### src/common/minerPkg.sv
package minerPkg;

	// header words, targets and hash values.
	typedef logic [31:0] hashWord_t;

	// full nonce as seen by the reader.
	typedef logic [31:0] nonce_t;

	// one pipeline stage per round in every core.
	localparam int MIX_ROUNDS = 4;

	localparam hashWord_t MIX_CONST = 32'h9E3779B9; // scaled by round number + 1.

	typedef enum logic {
		STORE_IDLE,
		STORE_BROADCAST
	} storeState_t;

endpackage

### src/blockStore.sv
`timescale 1ns/1ps

module blockStore import minerPkg::*; #(
	parameter int BROADCAST_CNT = 16
) (
	input  logic      clk,
	input  logic      rst_i,
	input  logic      loadBlock_i,
	input  hashWord_t header_i,
	input  hashWord_t target_i,
	output logic      stepValid_o,
	output logic      newBlock_o,
	output hashWord_t header_o,
	output hashWord_t target_o
);
	localparam int CNT_W = $clog2(BROADCAST_CNT + 1);

	storeState_t state;
	logic [CNT_W-1:0] stepCnt;
	logic lastStep;

	assign lastStep = (stepCnt == CNT_W'(BROADCAST_CNT - 1));

	always_ff @(posedge clk) begin
		if (rst_i) begin
			state <= STORE_IDLE;
			stepCnt <= '0;
			stepValid_o <= 1'b0;
			newBlock_o <= 1'b0;
		end else if (loadBlock_i) begin
			state <= STORE_BROADCAST; // also restarts a running broadcast.
			stepCnt <= '0;
			stepValid_o <= 1'b1;
			newBlock_o <= 1'b1;
		end else if (state == STORE_BROADCAST) begin
			newBlock_o <= 1'b0;
			if (lastStep) begin
				state <= STORE_IDLE;
				stepValid_o <= 1'b0;
			end else begin
				stepCnt <= stepCnt + 1'b1;
			end
		end
	end

	always_ff @(posedge clk) begin
		if (loadBlock_i) begin
			header_o <= header_i;
			target_o <= target_i;
		end
	end

	assert property (@(posedge clk) disable iff (rst_i)
		(state == STORE_IDLE) |-> !stepValid_o);

endmodule

### src/lattice/latticeCore.sv
`timescale 1ns/1ps

module latticeCore import minerPkg::*; #(
	parameter int NUM_CORES = 4,
	parameter int INDEX = 0,
	localparam int IDX_W = (NUM_CORES > 1) ? $clog2(NUM_CORES) : 1
) (
	input  logic             clk,
	input  logic             rst_i,
	input  logic             stepValid_i,
	input  logic             newBlock_i,
	input  hashWord_t        header_i,
	input  hashWord_t        target_i,
	input  logic             resValid_i,
	input  logic             resFound_i,
	input  logic [IDX_W-1:0] resIdx_i,
	output logic             stepValid_o,
	output logic             newBlock_o,
	output hashWord_t        header_o,
	output hashWord_t        target_o,
	output logic             resValid_o,
	output logic             resFound_o,
	output logic [IDX_W-1:0] resIdx_o
);
	localparam int LAST = MIX_ROUNDS - 1;

	nonce_t stepCnt;
	nonce_t curStep;
	nonce_t nonce;
	hashWord_t stateQ [MIX_ROUNDS];
	hashWord_t targetQ [MIX_ROUNDS];
	hashWord_t headerQ [MIX_ROUNDS-1];
	logic [MIX_ROUNDS-1:0] validQ;
	logic hit;

	function automatic hashWord_t mixRound(input hashWord_t s, input hashWord_t hdr, input int r);
		hashWord_t t;
		t = {s[24:0], s[31:25]} + hdr;
		return t ^ hashWord_t'(MIX_CONST * (r + 1));
	endfunction

	assign curStep = newBlock_i ? '0 : stepCnt;
	assign nonce = curStep * nonce_t'(NUM_CORES) + nonce_t'(INDEX);

	always_ff @(posedge clk) begin
		if (rst_i) begin
			stepCnt <= '0;
			stepValid_o <= 1'b0;
			newBlock_o <= 1'b0;
			validQ <= '0;
		end else begin
			if (stepValid_i)
				stepCnt <= curStep + 1'b1;
			stepValid_o <= stepValid_i;
			newBlock_o <= newBlock_i;
			validQ <= {validQ[LAST-1:0], stepValid_i};
		end
	end

	always_ff @(posedge clk) begin
		header_o <= header_i;
		target_o <= target_i;
		stateQ[0] <= mixRound(header_i ^ nonce, header_i, 0);
		headerQ[0] <= header_i;
		targetQ[0] <= target_i;
		for (int k = 1; k < MIX_ROUNDS; k++) begin
			stateQ[k] <= mixRound(stateQ[k-1], headerQ[k-1], k);
			targetQ[k] <= targetQ[k-1];
		end
		for (int k = 1; k < MIX_ROUNDS - 1; k++)
			headerQ[k] <= headerQ[k-1];
	end

	assign hit = validQ[LAST] && (stateQ[LAST] < targetQ[LAST]);

	// upstream result of this step arrives together with our hash.
	always_ff @(posedge clk) begin
		if (rst_i) begin
			resValid_o <= 1'b0;
			resFound_o <= 1'b0;
		end else begin
			resValid_o <= resValid_i | validQ[LAST];
			resFound_o <= resFound_i | hit;
		end
	end

	always_ff @(posedge clk) begin
		resIdx_o <= (!resFound_i && hit) ? IDX_W'(INDEX) : resIdx_i; // lower index wins.
	end

	assert property (@(posedge clk) disable iff (rst_i)
		resFound_o |-> (resIdx_o < NUM_CORES));

endmodule

### src/lattice/latticeChain.sv
`timescale 1ns/1ps

module latticeChain import minerPkg::*; #(
	parameter int NUM_CORES = 4,
	localparam int IDX_W = (NUM_CORES > 1) ? $clog2(NUM_CORES) : 1
) (
	input  logic             clk,
	input  logic             rst_i,
	input  logic             stepValid_i,
	input  logic             newBlock_i,
	input  hashWord_t        header_i,
	input  hashWord_t        target_i,
	output logic             validOut_o,
	output logic             newBlockOut_o,
	output logic             found_o,
	output logic [IDX_W-1:0] idx_o
);
	// element i feeds core i.
	logic stepGlue [NUM_CORES];
	logic newBlockGlue [NUM_CORES];
	hashWord_t headerGlue [NUM_CORES];
	hashWord_t targetGlue [NUM_CORES];
	logic resValidGlue [NUM_CORES];
	logic resFoundGlue [NUM_CORES];
	logic [IDX_W-1:0] resIdxGlue [NUM_CORES];
	logic tailNewBlock;
	logic [MIX_ROUNDS-1:0] newBlockDly;

	assign stepGlue[0] = stepValid_i;
	assign newBlockGlue[0] = newBlock_i;
	assign headerGlue[0] = header_i;
	assign targetGlue[0] = target_i;
	assign resValidGlue[0] = 1'b0; // nothing upstream of the head.
	assign resFoundGlue[0] = 1'b0;
	assign resIdxGlue[0] = '0;

	for (genvar i = 0; i < NUM_CORES; i++) begin : gCore
		if (i < NUM_CORES - 1) begin : gMid
			latticeCore #(.NUM_CORES(NUM_CORES), .INDEX(i)) core (
				.clk,
				.rst_i,
				.stepValid_i(stepGlue[i]),
				.newBlock_i(newBlockGlue[i]),
				.header_i(headerGlue[i]),
				.target_i(targetGlue[i]),
				.resValid_i(resValidGlue[i]),
				.resFound_i(resFoundGlue[i]),
				.resIdx_i(resIdxGlue[i]),
				.stepValid_o(stepGlue[i+1]),
				.newBlock_o(newBlockGlue[i+1]),
				.header_o(headerGlue[i+1]),
				.target_o(targetGlue[i+1]),
				.resValid_o(resValidGlue[i+1]),
				.resFound_o(resFoundGlue[i+1]),
				.resIdx_o(resIdxGlue[i+1])
			);
		end else begin : gTail
			latticeCore #(.NUM_CORES(NUM_CORES), .INDEX(i)) core (
				.clk,
				.rst_i,
				.stepValid_i(stepGlue[i]),
				.newBlock_i(newBlockGlue[i]),
				.header_i(headerGlue[i]),
				.target_i(targetGlue[i]),
				.resValid_i(resValidGlue[i]),
				.resFound_i(resFoundGlue[i]),
				.resIdx_i(resIdxGlue[i]),
				.stepValid_o(),
				.newBlock_o(tailNewBlock),
				.header_o(),
				.target_o(),
				.resValid_o(validOut_o),
				.resFound_o(found_o),
				.resIdx_o(idx_o)
			);
		end
	end

	// newBlock rides the broadcast path, so bring it level with the tail result.
	always_ff @(posedge clk) begin
		if (rst_i)
			newBlockDly <= '0;
		else
			newBlockDly <= {newBlockDly[MIX_ROUNDS-2:0], tailNewBlock};
	end

	assign newBlockOut_o = newBlockDly[MIX_ROUNDS-1];

	assert property (@(posedge clk) disable iff (rst_i)
		newBlockOut_o |-> validOut_o);

endmodule

### src/nonceDecoder.sv
`timescale 1ns/1ps

module nonceDecoder import minerPkg::*; #(
	parameter int NUM_CORES = 4,
	localparam int IDX_W = (NUM_CORES > 1) ? $clog2(NUM_CORES) : 1
) (
	input  logic             clk,
	input  logic             rst_i,
	input  logic             valid_i,
	input  logic             newBlock_i,
	input  logic             found_i,
	input  logic [IDX_W-1:0] idx_i,
	output logic             valid_o,
	output logic             success_o,
	output nonce_t           nonce_o
);
	nonce_t stepCnt;
	nonce_t curStep;

	assign curStep = newBlock_i ? '0 : stepCnt; // block restarts at step 0.

	always_ff @(posedge clk) begin
		if (rst_i) begin
			stepCnt <= '0;
			valid_o <= 1'b0;
			success_o <= 1'b0;
		end else begin
			valid_o <= valid_i;
			success_o <= valid_i & found_i;
			if (valid_i)
				stepCnt <= curStep + 1'b1;
		end
	end

	always_ff @(posedge clk) begin
		if (valid_i)
			nonce_o <= curStep * nonce_t'(NUM_CORES) + nonce_t'(idx_i);
	end

endmodule

### src/nonceBuffer.sv
`timescale 1ns/1ps

module nonceBuffer import minerPkg::*; #(
	parameter int BUF_DEPTH = 8
) (
	input  logic   clk,
	input  logic   rst_i,
	input  logic   push_i,
	input  nonce_t nonce_i,
	input  logic   readReady_i,
	output logic   nonceValid_o,
	output nonce_t nonce_o,
	output logic   overflow_o
);
	localparam int PTR_W = (BUF_DEPTH > 1) ? $clog2(BUF_DEPTH) : 1;
	localparam int CNT_W = $clog2(BUF_DEPTH + 1);

	nonce_t mem [BUF_DEPTH];
	logic [PTR_W-1:0] wrPtr;
	logic [PTR_W-1:0] rdPtr;
	logic [CNT_W-1:0] fillCnt;
	logic full;
	logic doPush;
	logic doPop;

	function automatic logic [PTR_W-1:0] nextPtr(input logic [PTR_W-1:0] p);
		return (p == PTR_W'(BUF_DEPTH - 1)) ? '0 : p + 1'b1;
	endfunction

	assign full = (fillCnt == CNT_W'(BUF_DEPTH));
	assign doPush = push_i && !full; // a full buffer drops the nonce.
	assign doPop = readReady_i && nonceValid_o;
	assign nonceValid_o = (fillCnt != '0);
	assign nonce_o = mem[rdPtr];

	always_ff @(posedge clk) begin
		if (doPush)
			mem[wrPtr] <= nonce_i;
	end

	always_ff @(posedge clk) begin
		if (rst_i) begin
			wrPtr <= '0;
			rdPtr <= '0;
			fillCnt <= '0;
			overflow_o <= 1'b0;
		end else begin
			if (doPush)
				wrPtr <= nextPtr(wrPtr);
			if (doPop)
				rdPtr <= nextPtr(rdPtr);
			fillCnt <= fillCnt + CNT_W'(doPush) - CNT_W'(doPop);
			if (push_i && full)
				overflow_o <= 1'b1; // sticky until reset.
		end
	end

	assert property (@(posedge clk) disable iff (rst_i)
		fillCnt <= CNT_W'(BUF_DEPTH));

endmodule

### src/bcMiner.sv
`timescale 1ns/1ps

module bcMiner import minerPkg::*; #(
	parameter int BROADCAST_CNT = 16,
	parameter int NUM_CORES = 4,
	parameter int BUF_DEPTH = 8
) (
	input  logic      clk,
	input  logic      rst_i,
	input  logic      loadBlock_i,
	input  hashWord_t header_i,
	input  hashWord_t target_i,
	input  logic      readReady_i,
	output logic      resultValid_o,
	output logic      success_o,
	output logic      nonceValid_o,
	output nonce_t    nonce_o,
	output logic      overflow_o
);
	localparam int IDX_W = (NUM_CORES > 1) ? $clog2(NUM_CORES) : 1;

	logic stepValid;
	logic newBlock;
	hashWord_t header;
	hashWord_t target;
	logic validOut;
	logic newBlockOut;
	logic found;
	logic [IDX_W-1:0] idx;
	nonce_t nonce;
	logic push;

	blockStore #(.BROADCAST_CNT(BROADCAST_CNT)) bs (
		.clk,
		.rst_i,
		.loadBlock_i,
		.header_i,
		.target_i,
		.stepValid_o(stepValid),
		.newBlock_o(newBlock),
		.header_o(header),
		.target_o(target)
	);

	latticeChain #(.NUM_CORES(NUM_CORES)) chain (
		.clk,
		.rst_i,
		.stepValid_i(stepValid),
		.newBlock_i(newBlock),
		.header_i(header),
		.target_i(target),
		.validOut_o(validOut),
		.newBlockOut_o(newBlockOut),
		.found_o(found),
		.idx_o(idx)
	);

	nonceDecoder #(.NUM_CORES(NUM_CORES)) ndecode (
		.clk,
		.rst_i,
		.valid_i(validOut),
		.newBlock_i(newBlockOut),
		.found_i(found),
		.idx_i(idx),
		.valid_o(resultValid_o),
		.success_o(success_o),
		.nonce_o(nonce)
	);

	assign push = resultValid_o && success_o; // only successful steps are queued.

	nonceBuffer #(.BUF_DEPTH(BUF_DEPTH)) nbuffer (
		.clk,
		.rst_i,
		.push_i(push),
		.nonce_i(nonce),
		.readReady_i,
		.nonceValid_o,
		.nonce_o,
		.overflow_o
	);

endmodule

### config.mk
export PLATFORM = sky130hd
export DESIGN_NAME = bcMiner
export DESIGN_NICKNAME = d
export VERILOG_FILES = /design/src/common/minerPkg.sv /design/src/blockStore.sv /design/src/lattice/latticeCore.sv /design/src/lattice/latticeChain.sv /design/src/nonceDecoder.sv /design/src/nonceBuffer.sv /design/src/bcMiner.sv
export SDC_FILE = /design/constraint.sdc
export NUM_CORES = 2
export LEC_CHECK = 0
export BUFFER_PORTS_ARGS = -buffer_cell sky130_fd_sc_hd__buf_2
export CORE_ASPECT_RATIO = 0.75
export CORE_MARGIN = 8
export CORE_UTILIZATION = 40
export DETAILED_ROUTE_END_ITERATION = 16
export GPL_TIMING_DRIVEN = 1
export SLEW_MARGIN = 10
export SYNTH_ARGS = -nofsm -noshare
export SYNTH_HDL_FRONTEND = slang
export SYNTH_HIERARCHICAL = 1
export SYNTH_SLANG_ARGS = --single-unit
### constraint.sdc
create_clock -name clk -period 4.54 [get_ports clk]
set_input_delay 0.454 -clock clk [delete_from_list [all_inputs] [get_ports clk]]
set_output_delay 0.454 -clock clk [all_outputs]
set_load 0.01 [all_outputs]
# Word level (Yosys, flattened, before mapping)

Memory sizes are Yosys's and may differ from the RTL's. A register that Yosys moved wholly into a read port is not among the register bits.
Index checks and enable logic that the tools add are counted.

Flip-flop bits (word level): 509
RAM bits: 1664
Bits of input ports: 68
Output and inout bits: 36
Logic and storage cells: 166
Memories: 13

Memory list:

| name                             | words | bits a word | rd ports | clocked after memory_dff | write ports | line              | RTL |
|---|---|---|---|---|---|---|---|
| nbuffer.mem                      | 8     | 32          | 1        | 1                        | 1           | nonceBuffer.sv:18 | `nonce_t mem [BUF_DEPTH];` |
| chain.gCore[0].gMid.core.stateQ  | 4     | 32          | 4        | 0                        | 4           | latticeCore.sv:30 | `hashWord_t stateQ [MIX_ROUNDS];` |
| chain.gCore[0].gMid.core.targetQ | 4     | 32          | 4        | 0                        | 4           | latticeCore.sv:31 | `hashWord_t targetQ [MIX_ROUNDS];` |
| chain.gCore[1].gMid.core.stateQ  | 4     | 32          | 4        | 0                        | 4           | latticeCore.sv:30 |  |
| chain.gCore[1].gMid.core.targetQ | 4     | 32          | 4        | 0                        | 4           | latticeCore.sv:31 |  |
| chain.gCore[2].gMid.core.stateQ  | 4     | 32          | 4        | 0                        | 4           | latticeCore.sv:30 |  |
| +7 memories                      | --    | --          | --       | --                       | --          | --                |  |

Add/subtract/negate cells: 30
Order comparisons: 4
Equal/unequal tests: 4
Muxes and demuxes: 19
Bitwise gates (word level): 28
Reduce and logical (&&, ||, !) cells: 21

Operators by type and width:

| operator                | count |
|---|---|
| $add A32 B32 Y32        | 16 |
| $add A32 B1 Y32 const B | 6 |
| $mux W32                | 5 |
| $not A19 Y19            | 8 |
| $lt A32 B32 Y1          | 4 |
| $xor A32 B32 Y32        | 4 |
| $not A20 Y20            | 4 |
| $not A18 Y18            | 4 |
| $add A32 B2 Y32 const B | 2 |
| $add A32 B2 Y32         | 1 |
| $mux W3                 | 4 |
| $logic_and A1 B1 Y1     | 11 |
| $mux W1                 | 10 |
| $add A3 B1 Y3 const B   | 2 |
| $eq A3 B3 Y1 const B    | 2 |
| $or A1 B1 Y1            | 6 |
| $add A5 B1 Y5 const B   | 1 |
| $eq A5 B4 Y1 const B    | 1 |
| $add A4 B1 Y4           | 1 |
| $eq A4 B4 Y1 const B    | 1 |
| $logic_not A1 Y1        | 4 |
| $reduce_and A2 Y1       | 2 |
| $reduce_bool A2 Y1      | 2 |
| $reduce_bool A4 Y1      | 1 |
| 4 further kinds         | 4 |

# Logic depth before layout (Yosys ltp)

Depth in word-level cells: 5
Mapped depth: 16
Depth with buffers taken out: 14

# By module

Netlist, hierarchy kept.

Modules (own cells, without submodules):

| module                                  | instances | cells an instance | area each (µm²) | seq. area each (µm²) |
|---|---|---|---|---|
| latticeCore (chain.gCore[0].gMid.core)  | 1         | 1761              | 17244.0         | 7827.5 |
| latticeCore (chain.gCore[2].gMid.core)  | 1         | 1699              | 17147.7         | 7827.5 |
| latticeCore (chain.gCore[3].gTail.core) | 1         | 1720              | 17030.1         | 7827.5 |
| latticeCore (chain.gCore[1].gMid.core)  | 1         | 1632              | 16388.2         | 7827.5 |
| nonceBuffer                             | 1         | 454               | 10592.7         | 7967.6 |
| nonceDecoder                            | 1         | 277               | 2870.3          | 1601.5 |
| blockStore                              | 1         | 101               | 2247.2          | 2082.0 |
| latticeChain                            | 1         | 9                 | 108.9           | 80.1 |
| bcMiner                                 | 1         | 1                 | 6.3             | 0.0 |

# Worst setup path before layout

OpenSTA, ideal clock, no wires.

Kind: reg2reg
Start point: register nbuffer.fillCnt[2]
End point: memory nbuffer/mem[0][0] (netlist name) (enable)
Library setup time: 0.501 ns
Data arrival time: 3.954 ns
Data required time: 4.039 ns
Setup slack: 0.084 ns
Stages on the path, launching flop included: 6
Period minus slack after synthesis: 4.456 ns
Cell sequence: dfxtp_1 -> inv_1 -> ha_1 -> or3b_2 -> nand2_2 -> nor4_1

Cells in the longest elaborated chain, start to end: 5

RTL lines:

| item                          | line              | RTL |
|---|---|---|
| start: declaration            | nonceBuffer.sv:21 | `logic [CNT_W-1:0] fillCnt;` |
| start signal: assignment      | nonceBuffer.sv:52 | `fillCnt <= fillCnt + CNT_W'(doPush) - CNT_W'(doPop);` |
| $eq A4 B4 Y1                  | nonceBuffer.sv:30 | `assign full = (fillCnt == CNT_W'(BUF_DEPTH));` |
| $logic_not A1 Y1              | nonceBuffer.sv:31 | `assign doPush = push_i && !full;` |
| $logic_and A1 B1 Y1           | nonceBuffer.sv:31 |  |
| $mux W1                       | nonceBuffer.sv:37 | `if (doPush)` |
| $mux W1 (not written as such) | nonceBuffer.sv:38 | `mem[wrPtr] <= nonce_i;` |
| end: declaration              | nonceBuffer.sv:18 |  |

No other way between the ends.

==> run metrics <==
outcome=completed; Hold Vio Cnt, Final=0; Clock Tree Root=clkbuf_16; Final min period=3.73 ns; r2r setup slk=0.92 ns; WP data arrival=3.27 ns; Reg2Reg Depth=14; clock transition at the registers of the reported paths=~0.060 ns; DRT Wirelength=between 200000 and 250000 um; cells after synthesis=approximately 7600; RePlAce Congestion=roughly 0.9; CP startpoint kind=flip-flop; YS warnings=6; Placeable Area=approximately 210000 sq um; Max Cap Violations=0; Fin Setup TNS=0 ns; grt ovf=0; final cell count without fillers=between 10000 and 15000; Initial Util=0.401; Setup crit end=nonce_o[0]; mapped cell area=83400 sq um; Critical Path End Type=output port; Initial DRT Pass Iterations=6; Placed Cells incl. Taps=approximately 10000; Syn Area/Cell=between 10 and 15 sq um; first-pass GRT wire length=about 330000 um; CP max FO=52; Hold Slack=approximately 0.18 ns; Avg WL per Cell=around 20 um; RSZ-0062 raised after global routing=false; Area Growth Syn to Fin=11.8%; Slew Viols, Final=0; Die X=approximately 540 um; Least-Margin Pin Slew=1.16 ns; DR vias/cell=5.21; num rows=145; die area=roughly 220000 sq um; initial antenna violation count=24; hold buffer count at cts=65; vias in the first global route=between 50000 and 60000; CTS H-Tree Depth=4; final worst slack=0.814 ns; total CTS buffers=about 190; Pwr Density=between 600 and 700 nW/um^2; CP Class=reg -> out; share of cells above drive strength 1=0.0873; Top Ports=roughly 100; largest net degree at the start of global routing=approximately 70; Reg2Reg Capture Point=chain/gCore[1].gMid.core/stateQ[0][28]; antenna-violating nets left=0; Residual DRC=0; number of port buffers=between 100 and 150; Rel. slew slack=0.219; CP required=just over 4 ns; period utilization=0.821; Fmax=268 MHz; type of the worst min-delay path=in -> reg; Vias=approximately 56000; Post-DP HPWL=around 160000 um; Post-CTS Resized=0; CTS Buffer Depth=4; fillcell total=approximately 19000; final setup fails=0; CTS tree=built; skew final=~0.094 ns; Peak supply drop=between 0.3 and 0.4 mV; Die Ht=between 400 and 500 um; drt initial violations=between 5000 and 6000; Post-CTS Setup Bufs=0; Reg-to-Reg Start=chain/gCore[0].gMid.core/newBlock_o; GRT Util Overall=0.187; CTS sink cnt=between 1500 and 2000; leak pwr=between 30 and 40 nW; DP Worst Slack=between 1 and 1.5 ns; Final Net Count=approximately 8500; Clock Latency Late Sink=0.84 ns
-- worst max-delay path, cell delays in order (launching register included) --
cell     delay [ns]
dfxtp_4        1.01
buf_4          0.35
mux4_1         0.58
mux2_2         0.28
buf_2          0.14
-- cell usage in the layout (no fill, tap or decap), types with 18 or more instances in the layout --
cell,n
nor3_1,89
nand2_1,484
and4_1,20
xor2_1,258
mux4_1,28
buf_2,102
mux2_2,33
a31oi_1,57
o211ai_1,49
a21o_1,276
xnor2_1,424
mux4_2,36
nor2_1,435
inv_1,301
or3_1,23
nand3_1,145
dfxtp_1,1618
nor2b_1,136
clkbuf_8,26
a211o_1,18
clkbuf_1,21
a211oi_1,64
a21oi_1,551
dlygate4sd3_1,65
buf_4,40
o21ai_0,272
and2_1,28
and3_1,65
edfxtp_1,352
o21bai_1,63
o21ai_1,19
clkbuf_16,195
nand2b_1,178
clkinv_2,30
o31ai_1,34
nor4_1,19
ha_1,651
nand4_1,119
o21a_1,72
-- metrics by stage --
step                total power [W]  instance area (sq um)  utilization
floorplan                    0.0378                  83400            -
global placement             0.0435                  86200        0.415
detailed placement           0.0437                  86200        0.415
CTS                          0.0600                  93200        0.449
global route                 0.0634                  93200        0.449
finish                       0.0598                  93200        0.449
-- layer usage --
metal  vias to the layer above  track usage  wire (um)
li1                      27300            -          -
met1                     26300        0.292     110000
met2                      1759        0.261      85500
met3                       348       0.0295      13900
met4                         0       0.0584       7120
met5                         -            0          0
-- worst min path at each step --
stage / startpoint / to / depth (start not counted)
4_1_cts: rst_i / bs/state / 2
5_1_grt: rst_i / chain/gCore[0].gMid.core/stepCnt[13] / 2
3_3_place_gp: chain/gCore[1].gMid.core/targetQ[2][5] / chain/gCore[1].gMid.core/targetQ[3][5] / 0
3_5_place_dp: chain/gCore[0].gMid.core/targetQ[1][8] / chain/gCore[0].gMid.core/targetQ[2][8] / 0
2_1_floorplan: chain/gCore[0].gMid.core/targetQ[1][0] / chain/gCore[0].gMid.core/targetQ[2][0] / 0
6_report: rst_i / chain/gCore[0].gMid.core/stepCnt[28] / 2
-- cell type report --
cell class / count / area, sq um / share of cell area
sequential: 1974 / 43000 / 0.462
multi-input combinational: 5061 / 37700 / 0.404
clock buffer: 241 / 5300 / 0.0569
tap: 2793 / 3490 / 0.0375
timing repair buffer: 209 / 1500 / 0.0160
inverter: 301 / 1130 / 0.0121
clock inverter: 104 / 1060 / 0.0114
antenna: 9 / 22.5 / 0.000242
-- sequential cells by signal (all words and copies together) (netlist names), 30 cells and up, named ones only --
signal	count
chain/gCore.gMid.core/targetQ	288
nbuffer/mem	256
bs/header_o	32
chain/gCore.gTail.core/header_o	31
chain/gCore.gTail.core/stepCnt	30
bs/target_o	32
ndecode/nonce_o	32
chain/gCore.gMid.core/target_o	96
chain/gCore.gTail.core/stateQ	128
ndecode/stepCnt	30
chain/gCore.gMid.core/stepCnt	90
chain/gCore.gMid.core/stateQ	384
chain/gCore.gTail.core/targetQ	128
chain/gCore.gMid.core/headerQ	288
chain/gCore.gTail.core/headerQ	65
-- power by group --
group	leakage, nW	total [W]	switching (W)	internal [W]
sequential	16.8	0.0231	0.00205	0.0210
clock	3.10	0.0161	0.00690	0.00923
combinational	18.4	0.0206	0.0120	0.00863
total	38.3	0.0598	0.0210	0.0389
No activity file was read; power rests on OpenSTA's default activity.
